File: src/source/pfpu_pkg.sv
// Shared definitions for the pfpu subsystem.
// Datapath, mesh, index and program counter widths,
// instruction word field positions, the opcode and
// sequencer state enums, and the CSR control register map.
package pfpu_pkg;

	localparam int data_w    = 32; // datapath and CSR word width.
	localparam int mesh_w    = 7;  // mesh limits and coordinates.
	localparam int index_w   = 14; // linear vertex index.
	localparam int pc_w      = 11; // 2-bit page above a 9-bit offset.
	localparam int reg_aw    = 7;  // 128 registers.
	localparam int pending_w = 3;  // DMA queue occupancy, 0 to 4.

	// ~~~~~~~~~~~~~~~~~~~~~~~~~~~~~~~~~~~~~~~~~~~~~~~~~
	// instruction word fields
	// ~~~~~~~~~~~~~~~~~~~~~~~~~~~~~~~~~~~~~~~~~~~~~~~~~
	localparam int op_hi = 31; // opcode.
	localparam int op_lo = 27;
	localparam int a_hi  = 26; // operand a register.
	localparam int a_lo  = 20;
	localparam int b_hi  = 19; // operand b register.
	localparam int b_lo  = 13;
	localparam int d_hi  = 12; // destination register.
	localparam int d_lo  = 6;

	typedef enum logic [4:0] {
		OP_NOP = 5'd0, OP_ADD = 5'd1, OP_SUB = 5'd2, OP_AND = 5'd3, OP_OR = 5'd4,
		OP_XOR = 5'd5, OP_COPY = 5'd6, OP_VECTOUT = 5'd7, OP_END = 5'd8
	} opcode_t;

	typedef enum logic [2:0] {
		ST_IDLE, ST_FETCH, ST_READ, ST_EXEC, ST_WAIT_DMA
	} seq_state_t;

	typedef enum logic [3:0] {
		CTRL = 4'd0, BASE = 4'd1, HMESH = 4'd2, VMESH = 4'd3, PAGE = 4'd4,
		VERTICES = 4'd5, STRAYS = 4'd6, PENDING = 4'd7, PC = 4'd8
	} csr_reg_t;

endpackage

File: src/source/pfpu_addrgen.sv
`timescale 1ns/1ns
// Mesh address generator of the pfpu.
// Raster scan of x then y over the mesh limits, a running linear
// vertex index, and the flag that marks the final vertex.
module pfpu_addrgen (
	input  logic                          sys_clk,
	input  logic                          sys_rst,
	input  logic                          start,
	input  logic                          vnext,
	input  logic [pfpu_pkg::mesh_w-1:0]   hmesh_last,
	input  logic [pfpu_pkg::mesh_w-1:0]   vmesh_last,
	output logic [pfpu_pkg::mesh_w-1:0]   x,
	output logic [pfpu_pkg::mesh_w-1:0]   y,
	output logic [pfpu_pkg::index_w-1:0]  index,
	output logic                          last
);
	logic step_d; // vnext delayed, the index follows one edge later.
	logic x_end;  // x is at the end of its row.

	assign x_end = x == hmesh_last;
	assign last  = x_end && (y == vmesh_last);

	always_ff @(posedge sys_clk) begin
		if (sys_rst || start) begin
			x      <= '0;
			y      <= '0;
			index  <= '0;
			step_d <= 1'b0;
		end else begin
			step_d <= vnext;
			if (step_d) index <= index + 1'b1;
			if (vnext) begin
				if (x_end) begin
					x <= '0;
					y <= (y == vmesh_last) ? '0 : y + 1'b1; // wraps to 0 after the run.
				end else begin
					x <= x + 1'b1;
				end
			end
		end
	end

	// the scan stays inside the row limit set by the host.
	a_x_range: assert property (@(posedge sys_clk) disable iff (sys_rst)
		x <= hmesh_last);

endmodule

File: config.mk
export PLATFORM = sky130hd
export DESIGN_NAME = pfpu_addrgen
export DESIGN_NICKNAME = d
export VERILOG_FILES = /design/src/source/pfpu_pkg.sv /design/src/source/pfpu_addrgen.sv
export SDC_FILE = /design/constraint.sdc
export NUM_CORES = 1
export LEC_CHECK = 0
export BUFFER_PORTS_ARGS = -buffer_cell sky130_fd_sc_hd__buf_2
export CORE_ASPECT_RATIO = 0.6
export CORE_MARGIN = 5
export CORE_UTILIZATION = 35
export CTS_CLUSTER_DIAMETER = 100
export CTS_CLUSTER_SIZE = 25
export DETAILED_ROUTE_END_ITERATION = 10
export PLACE_DENSITY = 0.67
export RECOVER_POWER = 25
export SLEW_MARGIN = 5
export SYNTH_ARGS = -nofsm -noshare
export SYNTH_HDL_FRONTEND = slang
export SYNTH_SLANG_ARGS = --single-unit
File: constraint.sdc
create_clock -name sys_clk -period 1.65 [get_ports sys_clk]
set_clock_uncertainty 0.1 [all_clocks]
set_input_delay 0.0825 -clock sys_clk [delete_from_list [all_inputs] [get_ports sys_clk]]
set_output_delay 0.0825 -clock sys_clk [all_outputs]
set_load 0.02 [all_outputs]
Yosys cells after proc, flatten, opt, wreduce, memory -nomap -nowiden

Index checks and enable logic that the tools add are counted.
W data, S select, Z words.

Register bits: 29
Latch bits: 0
Bits in writable memories: 0
ROM bits: 0
Input bits: 18
Output and inout bits: 29
Logic and storage cells: 14
Memories kept: 0

Add/sub/neg operators: 3
Multipliers: 0
Divide/modulo/power cells: 0
$lt $le $gt $ge: 0
Equality and inequality tests: 2
Shift-type cells: 0
Multiplexer cells: 2
Bitwise gates (word level): 0
Reductions and logical operators: 3

Operators by type and width:

| kind                    | count |
|---|---|
| $add A14 B1 Y14 const B | 1 |
| $add A7 B1 Y7 const B   | 2 |
| $eq A7 B7 Y1            | 2 |
| $mux W7                 | 2 |
| $reduce_and A2 Y1       | 1 |
| $logic_and A1 B1 Y1     | 1 |
| $logic_or A1 B1 Y1      | 1 |

Depth between registers and ports, before layout

Gate-level depths: netlist of run 1.

Depth in word-level cells: 2
Depth in mapped cells: 6
Depth with buffers taken out: 6

Worst setup path after synthesis of run 1

Ideal clock, no wire load.

Kind: reg2reg
Start: register y[0] (netlist name)
End: register y[6] (netlist name)
Setup time: 0.132 ns
Arrival: 1.602 ns
Path slack: -0.184 ns
Stages on the path, launching flop included: 7
Buffers on the path: 0
Path through: dfxtp_1 ha_1 nand3_1 or2_2 and3_1 a32oi_1 o41ai_2

Word-level cells in the longest chain between the ends: 2
Elaborated cells on any way between the ends: 3
Classes of those cells: add/sub (1); eq/ne (1); mux (1)

RTL lines:

| item                                                 | RTL line           | source |
|---|---|---|
| from (decl)                                          | pfpu_addrgen.sv:13 | `output logic [pfpu_pkg::mesh_w-1:0] y,` |
| from (signal assigned)                               | pfpu_addrgen.sv:35 | `y <= (y == vmesh_last) ? '0 : y + 1'b1;` |
| $add A7 B1 Y7 / $eq A7 B7 Y1 (equally long branches) | pfpu_addrgen.sv:35 |  |
| $mux W7 (*)                                          | pfpu_addrgen.sv:35 |  |

Mark *: on every way between the ends. The rest lies on a longest branch, timed or not.
A chain may end at the register's enable or synchronous reset.

Worst setup path in the final report of run 1

Start: register x[5] (netlist name)
End: register y[4] (netlist name)

Word-level cells in the longest chain between the ends: 2

RTL lines:

| item                               | RTL line           | source |
|---|---|---|
| from (decl)                        | pfpu_addrgen.sv:12 | `output logic [pfpu_pkg::mesh_w-1:0] x,` |
| from (signal assigned)             | pfpu_addrgen.sv:37 | `x <= x + 1'b1;` |
| $eq A7 B7 Y1                       | pfpu_addrgen.sv:20 | `assign x_end = x == hmesh_last;` |
| $reduce_and A2 Y1 (no source line) | --                 |  |

No other way between the ends.

==> results of run 1 <==
## final cells by class
type,count,area (um2)
Clock buffer,7,96.3
Timing Repair Buffer,72,428
Fill cell,382,1910
Sequential cell,29,606
Clock inverter,1,5.00
Multi-Input combinational cell,123,942
Inverter,1,3.75
Tap cell,50,62.6
## registers in the layout, summed over array words and instances, names as in the netlist
signal	cells
index	14
step_d	1
x	7
y	7
## worst max-delay path, stage by stage (launching register included)
cell and delay [ns]:
dfxtp_2 0.33, xor2_1 0.18, nor4_4 0.37, nand4_4 0.14, buf_4 0.18, a32oi_2 0.22, o41ai_2 0.10
## synth_stat cells, types with 3 or more instances
library cell,n
a32oi_1,5
and3_1,5
clkbuf_1,3
dfxtp_1,29
ha_1,3
nand2_1,12
nand3_1,8
nand4_1,7
nor2_1,24
o21ai_0,4
or2_2,3
xnor2_1,9
xor2_1,22
## power by group through the flow
| stage | clock, mW | sequential (mW) | combinational (mW) |
|---|---|---|---|
| 2_1_floorplan | 0 | 0.722 | 0.0483 |
| 3_3_place_gp | 0 | 0.717 | 0.0948 |
| 4_1_cts | 0.668 | 0.699 | 0.0974 |
| 6_report | 0.643 | 0.700 | 0.0997 |
| 3_5_place_dp | 0 | 0.717 | 0.0959 |
| 5_1_grt | 0.693 | 0.700 | 0.110 |
## cells in the final DEF, fill, tap and decap left out, drive strengths merged
cell	n
a21oi	2
a32oi	5
and2	1
and3	5
and4	1
buf	70
clkbuf	9
clkinv	1
dfxtp	29
ha	3
inv	1
mux2i	2
nand2	12
nand2b	1
nand3	8
nand3b	1
nand4	8
nor2	24
nor3	2
nor3b	1
nor4	2
o21ai	4
o31ai	1
o41ai	4
or2	3
or3	2
xnor2	9
xor2	22
## cell families (layout without fill, tap and decap cells)
| logic type | after synthesis | after routing | synth area share |
|---|---|---|---|
| simple gates | 71 | 71 | 0.266 |
| xor+xnor | 31 | 31 | 0.188 |
| flops | 29 | 29 | 0.402 |
| compound gates | 16 | 16 | 0.0909 |
| buf+inv | 5 | 81 | 0.0138 |
| fa+ha+maj | 3 | 3 | 0.0260 |
| mux | 2 | 2 | 0.0139 |
## timing repair
action                                 4_1_cts  5_1_grt
hold buffers                                 0        0
setup endpoints to repair                    5       21
resized for setup                           11       11
endpoints found under the hold margin        0        0
buffers inserted                             3        3
pin swaps                                   10        4
gates cloned                                 0        0
## per-layer routing
metal  global-route usage  part of all wire
met2                0.204              0.40
met5                    0                 0
met1                0.196              0.53
met3               0.0516             0.063
met4               0.0501            0.0095
## final timing paths
kind,cells after the start,to
worst max-delay path,6,y[4]
worst min-delay path,2,step_d
worst max register to register,6,y[4]
worst min register to register,2,index[7]
==> metrics.md, run 1 <==
| Metric | Value |
|---|---|
| Run status | complete, but fails checks |
| Failing checks | setup timing |
| Core area | 4050 um2 |
| Total gr overflow | 0 |
| Post-synthesis sequential area ratio | 0.402 |
| Ant diodes | 0 |
| Setup TNS | -0.568 ns |
| Syn avg cell area | 9.20 um2 |
| Yosys cell types | 30 |
| R2r startpoint | x[5] |
| Reg power frac | 0.485 |
| Total CTS buffers | 5 |
| WL per Instance | 12.7 um |
| Clock share of power | 0.446 |
| Worst Setup SP | x[5] |
| Clock sinks | 29 |
| All-Layer GR Usage | 0.142 |
| Drt drc | 0 |
| Final nets | 253 |
| Synth area leader | dfxtp_1 |
| Max clock buf depth | 2 |
| CTS tree | built |
| Final setup vio count | 8 |
| Final Cell Area | 2140 um2 |
| Total power divided by cell area | 673 nW/um2 |
| Post-layout util | 0.529 |
| Antenna viol nets, final | 0 |
| CP Data Required Time | 1.70 ns |
| RSZ-0062 raised after global routing | yes |
| H-tree levels | 2 |
| EDFF count, synth | 0 |
| Placed insts | 269 |
| Top cells by area, synth | dfxtp_1, xor2_1, nor2_1 |
| Post-route insts no fill | 283 |
| Power consumption | 1.44 mW |
| Die outline width | 93.0 um |
| Post-Synthesis Cell Area | 1450 um2 |
| DRT iter0 DRCs | 79 |
| Critical Path AT | 1.81 ns |
| First-pass GRT wire length | 6190 um |
| Dpl hpwl | 2610 um |
| Worst hold slack | 0.0700 ns |
| Vias in the first global route | 1339 |
| Slew HR | 0.457 |
| Hold path startpoint | vnext |
| Fraction of layout cells with a size suffix above 1 | 0.468 |
| Primary FF master, synth | dfxtp_1 |
| Measured slew at the worst slew-check pin | 0.814 ns |
| Slew Limit Fails | 0 |
| Final cycle utilization of the critical path | 1.06 |
| Clock transition at path regs | 0.06 ns |
| Net Count, Synth | 178 |
| Routability cong. | 0.782 |
| Initial antenna violation count | 0 |
| Flop-to-flop setup slack | -0.10 ns |
| Die area | 5560 um2 |
| Switching share of power | 0.227 |
| Ys async rst share | 0 |
| Net Switching | 0.327 mW |
| Vias per inst | 4.75 |
| Layout area overhead | 48.3% |
| Die height | 59.8 um |
| VDD IR max | 307 uV |
| Combinational Power Share | 0.069 |
| Yosys reg bits | 29 |
| Largest net degree at the start of global routing | 21 |
| Startpoint type of the worst setup path | flop |
| WL final | 3580 um |
| Hold crit path type | primary input to flop |
| First-pass detailed-route iteration total | 4 |
| P_int | 1.12 mW |
| CTS root buffer | clkbuf_8 |
| Final min period | 1.75 ns |
| Initial Util | 0.356 |
| I/O pins | 47 |
| Hold Vio Cnt, Final | 0 |
| CP max FO | 5 |
| Synth top area share | 0.402 |
| Crit path kind | flop to flop |
| Skew-Pair Late Insertion Delay | 0.28 ns |
| Synth Instances | 157 |
| Lkg Pwr | 0.928 nW |
| Max-cap violation count | 0 |
| Via Count | 1345 |
| Num rows | 18 |
| Placed inst area | 1910 um2 |
| CP endpoint kind | flop |
| Pre-CTS setup slack | -0.0482 ns |
| Yosys warns | 0 |
| Worst setup margin | -0.104 ns |
| Achievable frequency | 570 MHz |
| Buffers on Ports | 46 |
No activity file was read; power rests on OpenSTA's default activity.
==> run 2, diff against run 1 <==
==> constraint.sdc (replaced) <==
create_clock -name sys_clk -period 1.65 [get_ports sys_clk]
set_clock_uncertainty 0.1 [all_clocks]
set_input_delay 0.33 -clock sys_clk [delete_from_list [all_inputs] [get_ports sys_clk]]
set_output_delay 0.33 -clock sys_clk [all_outputs]
set_load 0.02 [all_outputs]
==> run 2 against run 1 <==
  * The flow still finishes with violations (setup timing)
  * Register-to-register slack got worse by 0.06 ns
  * Critical path depth did not move
  * Clock-buffer cell count fell by 1
  * Die area did not move
  * First-iteration DRC count fell by 76%
  * Worst hold slack improved by 0.24 ns
  * Worst setup slack got worse by 0.17 ns
  * Critical path type is now flop to primary output
  * Largest cell class unchanged
==> metrics.md, run 2 (same netlist as run 1, synthesis figures left out) <==
| Metric | Value |
|---|---|
| Vias per inst | 4.79 |
| Buf+Inv Stages, Crit Path | 2 |
| Slew HR | 0.426 |
| Drt drc | 0 |
| Fraction of layout cells with a size suffix above 1 | 0.483 |
| CTS tree | built |
| H-tree levels | 2 |
| Die height | 59.8 um |
| Leading cell types in the layout, fill and taps excluded | buf_2, buf_4, dfxtp_1 |
| Max reg flops | 14 |
| CTS root buffer | clkbuf_8 |
| CP delay by family, top | simple AND/OR/NAND/NOR gates |
| Initial Util | 0.356 |
| Failing checks | setup timing |
| Clock sinks | 29 |
| Measured slew at the worst slew-check pin | 0.861 ns |
| Largest regs | index (14), x (7), y (7) |
| Antenna viol nets, final | 0 |
| Ant diodes | 0 |
| Achievable frequency | 520 MHz |
| Final min period | 1.92 ns |
| Dpl hpwl | 2850 um |
| CP Data Required Time | 1.22 ns |
| WL per Instance | 13.5 um |
| WL final | 3910 um |
| Final cycle utilization of the critical path | 1.17 |
| Most used cell, CP | buf_6 |
| CP max FO | 2 |
| Critical Path Max Stage Delay | 0.32 ns |
| Pre-CTS setup slack | -0.218 ns |
| Critical Path AT | 1.49 ns |
| I/O pins | 47 |
| Layout area overhead | 54.1% |
| Run status | complete, but fails checks |
| Core area | 4050 um2 |
| VDD IR max | 347 uV |
| Die area | 5560 um2 |
| Power consumption | 1.38 mW |
| First-pass detailed-route iteration total | 4 |
| Routability cong. | 0.794 |
| RSZ-0062 raised after global routing | yes |
| Clock transition at path regs | 0.07 ns |
| Die outline width | 93.0 um |
| Startpoint type of the worst setup path | flop |
| Num rows | 18 |
| Critical-path top delay cell | dfxtp_2 |
| Multi-input logic area | 988 um2 |
| Post-route insts no fill | 290 |
| First-pass GRT wire length | 6160 um |
| Vias in the first global route | 1332 |
| Total gr overflow | 0 |
| Max-cap violation count | 0 |
| Final setup vio count | 15 |
| Buffers on Ports | 46 |
| Lkg Pwr | 0.972 nW |
| Max clock buf depth | 2 |
| Hold buffers post-CTS | 0 |
| Slew Limit Fails | 0 |
| Skew-Pair Late Insertion Delay | 0.28 ns |
| DRT iter0 DRCs | 19 |
| Largest net degree at the start of global routing | 16 |
| Final Cell Area | 2230 um2 |
| Total power divided by cell area | 620 nW/um2 |
| Total CTS buffers | 5 |
| Biggest register | index |
| CP endpoint kind | primary output |
| Placed inst area | 1970 um2 |
| Initial antenna violation count | 0 |
| All-Layer GR Usage | 0.145 |
| Placed insts | 278 |
| Sequential cell area | 598 um2 |
| Crit path kind | flop to primary output |
| Post-layout util | 0.549 |
| Cell Chain, Critical Path | xor2_1 > nor4_2 > nand4_1 > buf_6 > nor2_4 > buf_6 |
| Via Count | 1388 |
| Hold Vio Cnt, Final | 0 |
| Final nets | 260 |
| Hold crit path type | primary input to flop |
| Most common cell after layout, fill and taps aside | buf_2 |
| Worst hold slack | 0.307 ns |
| Fillers | 392 |
| Worst setup margin | -0.272 ns |
| Setup TNS | -1.54 ns |
==> run 2: changes by cell type in the layout (fill, tap and decap cells not counted), sizes merged <==
cell	previous run	this run
buf	70	73
clkbuf	9	12
clkinv	1	2
==> run 2: path summary, 6_finish.rpt <==
path,from,end,slack (ns),cells after the start
min reg2reg,index[7],index[7],0.40,2
max,y[4],last,-0.27,6
min,vnext,step_d,0.31,2
max reg2reg,y[4],y[4],-0.16,8
==> run 2: metal layers <==
layer  GRT usage  vias to the layer above  part of all wire
li1            -                      716                 -
met1       0.199                      632              0.51
met2       0.212                       38              0.43
met3      0.0528                        2             0.056
met4      0.0438                        0            0.0026
met5           0                        -                 0
==> run 2: area by class of cell <==
type / instances / area share
clock buffers: 6 / 0.0326
multi-input cells: 123 / 0.444
inverters: 1 / 0.00169
flip-flops and latches: 29 / 0.269
well taps: 50 / 0.0281
clock inverters: 2 / 0.00449
repair buffers: 79 / 0.221
==> run 2: what timing repair did <==
action	4_1_cts	5_1_grt
pin swaps	11	13
gates resized for setup	14	20
setup endpoints to repair	15	15
hold endpoints to repair	0	0
buffers inserted	3	2
==> run 2: power breakdown <==
group          internal [mW]  total [mW]  switching [mW]
clock                  0.292       0.565           0.273
sequential             0.699       0.703         0.00380
combinational         0.0461       0.113          0.0669
==> run 2: worst reg2reg max path: stages, from the launching register on <==
cell	delay (ns)
dfxtp_2	0.32
xor2_1	0.15
nor4_2	0.28
nand4_1	0.14
buf_6	0.14
buf_4	0.14
buf_4	0.14
a32oi_2	0.17
o41ai_2	0.10
==> run 3, diff against run 2 <==
CORE_ASPECT_RATIO = 0.8   (was 0.6)
PLACE_DENSITY = 0.65   (was 0.67)
clock period = 2.1 ns   (was 1.65 ns; I/O delays follow)
==> run 3 against run 2 <==
  * The run now ends clean
  * Sequential power is 21% lower
  * Sequential share of layout area is 4.8 points higher
  * Wire length is 16% lower
  * First-iteration DRC count grew to 4.7 times the previous value
  * Via count is 8.0% lower
  * Clock power is 18% lower
  * Non-clock buffer count is 26 lower
  * Highest routed layer unchanged
==> metrics.md, run 3 (same netlist as run 1, synthesis figures left out) <==
| Metric | Value |
|---|---|
| Skew-Pair Late Insertion Delay | 0.27 ns |
| Max reg flops | 14 |
| VDD IR max | 223 uV |
| Via Count | 1277 |
| Fraction of layout cells with a size suffix above 1 | 0.277 |
| Setup TNS | 0 ns |
| Initial Util | 0.370 |
| Initial antenna violation count | 0 |
| P_int | 0.839 mW |
| Routability cong. | 0.761 |
| RSZ-0062 raised after global routing | yes |
| Die height | 67.5 um |
| CTS root buffer | clkbuf_8 |
| Die outline width | 81.8 um |
| First-pass detailed-route iteration total | 4 |
| Crit path kind | flop to primary output |
| Dpl hpwl | 2440 um |
| Slew HR | 0.210 |
| Clock sinks | 29 |
| Max-cap violation count | 0 |
| Hold crit path type | primary input to flop |
| Vias in the first global route | 1183 |
| Max clock buf depth | 2 |
| WL per Instance | 12.2 um |
| M2 GR Usage | 0.194 |
| WL final | 3260 um |
| Critical-path top delay cell | dfxtp_2 |
| Placed inst area | 1770 um2 |
| Achievable frequency | 492 MHz |
| Ant diodes | 0 |
| First-pass GRT wire length | 5530 um |
| Final min period | 2.03 ns |
| All-Layer GR Usage | 0.130 |
| Final cycle utilization of the critical path | 0.968 |
| Largest regs | index (14), x (7), y (7) |
| Total power divided by cell area | 581 nW/um2 |
| Cell Chain, Critical Path | xor2_1 > nor4_1 > nand4_1 > nor2_1 > buf_4 |
| Biggest register | index |
| Post-layout util | 0.477 |
| Most common cell after layout, fill and taps aside | buf_2 |
| Layout area overhead | 28.9% |
| Pre-CTS setup slack | 0.136 ns |
| Hold Vio Cnt, Final | 0 |
| Drt drc | 0 |
| CP endpoint kind | primary output |
| Die area | 5520 um2 |
| Num rows | 20 |
| Worst setup margin | 0.0679 ns |
| Total CTS buffers | 5 |
| Switching share of power | 0.225 |
| Antenna viol nets, final | 0 |
| Vias per inst | 4.76 |
| I/O pins | 47 |
| Final setup vio count | 0 |
| DRT iter0 DRCs | 89 |
| H-tree levels | 2 |
| CP max FO | 2 |
| Combinational Power Share | 0.063 |
| CP delay by family, top | simple AND/OR/NAND/NOR gates |
| Hold buffers post-CTS | 0 |
| Net Switching | 0.243 mW |
| Clock share of power | 0.426 |
| Slew Limit Fails | 0 |
| Met1 Usage GRT | 0.180 |
| CTS tree | built |
| Buf+Inv Stages, Crit Path | 1 |
| Critical Path Max Stage Delay | 0.34 ns |
| Core area | 3900 um2 |
| Run status | finished, final reports clean |
| Final Cell Area | 1860 um2 |
| Leading cell types in the layout, fill and taps excluded | buf_2, dfxtp_1, nor2_1 |
| Clock transition at path regs | 0.06 ns |
| Final nets | 234 |
| Reg power frac | 0.511 |
| Total gr overflow | 0 |
| Measured slew at the worst slew-check pin | 1.19 ns |
| Worst hold slack | 0.408 ns |
| Critical Path AT | 1.51 ns |
| CP Data Required Time | 1.58 ns |
| Lkg Pwr | 0.785 nW |
| GR peak layer | met2 |
| Met3 GRT Util | 0.0400 |
| Largest net degree at the start of global routing | 21 |
| Buffers on Ports | 46 |
| Startpoint type of the worst setup path | flop |
[run 3: cell types whose count changed in the layout (fill, tap and decap cells not counted), moves of 4 or more]
cell / delta
nor2_4: -6
nor2_1: +7
buf_2: -5
a32oi_2: -4
buf_6: -6
buf_4: -19
clkbuf_1: +5
dfxtp_1: +5
dfxtp_2: -4
a32oi_1: +4
[run 3: power by group through the flow]
stage | clock network [mW] | logic (mW) | registers, mW
finish | 0.461 | 0.0681 | 0.553
global placement | 0 | 0.0676 | 0.568
detailed placement | 0 | 0.0691 | 0.568
floorplan | 0 | 0.0368 | 0.571
CTS | 0.474 | 0.0709 | 0.556
global route | 0.490 | 0.0760 | 0.554
[run 3: area by class of cell]
cell class | instances | area (um2)
flip-flops and latches | 29 | 589
repair buffers | 53 | 270
well taps | 55 | 68.8
fillers | 409 | 2040
multi-input cells | 123 | 845
inverters | 1 | 3.75
clock buffers | 7 | 86.3
[run 3: what timing repair did]
action / CTS / global route
endpoints found under the setup margin: 1 / 1
gates resized for setup: 1 / 5
pin swaps: 3 / 5
setup buffers: 1 / 1
[run 3: metrics by stage]
stage	cells	total power [mW]
2_1_floorplan	157	0.608
3_3_place_gp	259	0.636
3_5_place_dp	259	0.637
4_1_cts	267	1.10
5_1_grt	268	1.12
6_report	268	1.08
[run 3: final timing paths]
path                            startpoint        to  slack [ns]  depth (start not counted)
worst max-delay path                  y[4]      last        0.07                          5
worst min-delay path                 vnext    step_d        0.41                          2
worst max register to register        y[0]      y[6]        0.24                          7
worst min register to register    index[7]  index[7]        0.41                          2
[run 3: metal layers]
layer | wire [um] | share of wire
met1 | 1630 | 0.50
met2 | 1370 | 0.42
met3 | 232 | 0.071
met4 | 26 | 0.0080
met5 | 0 | 0
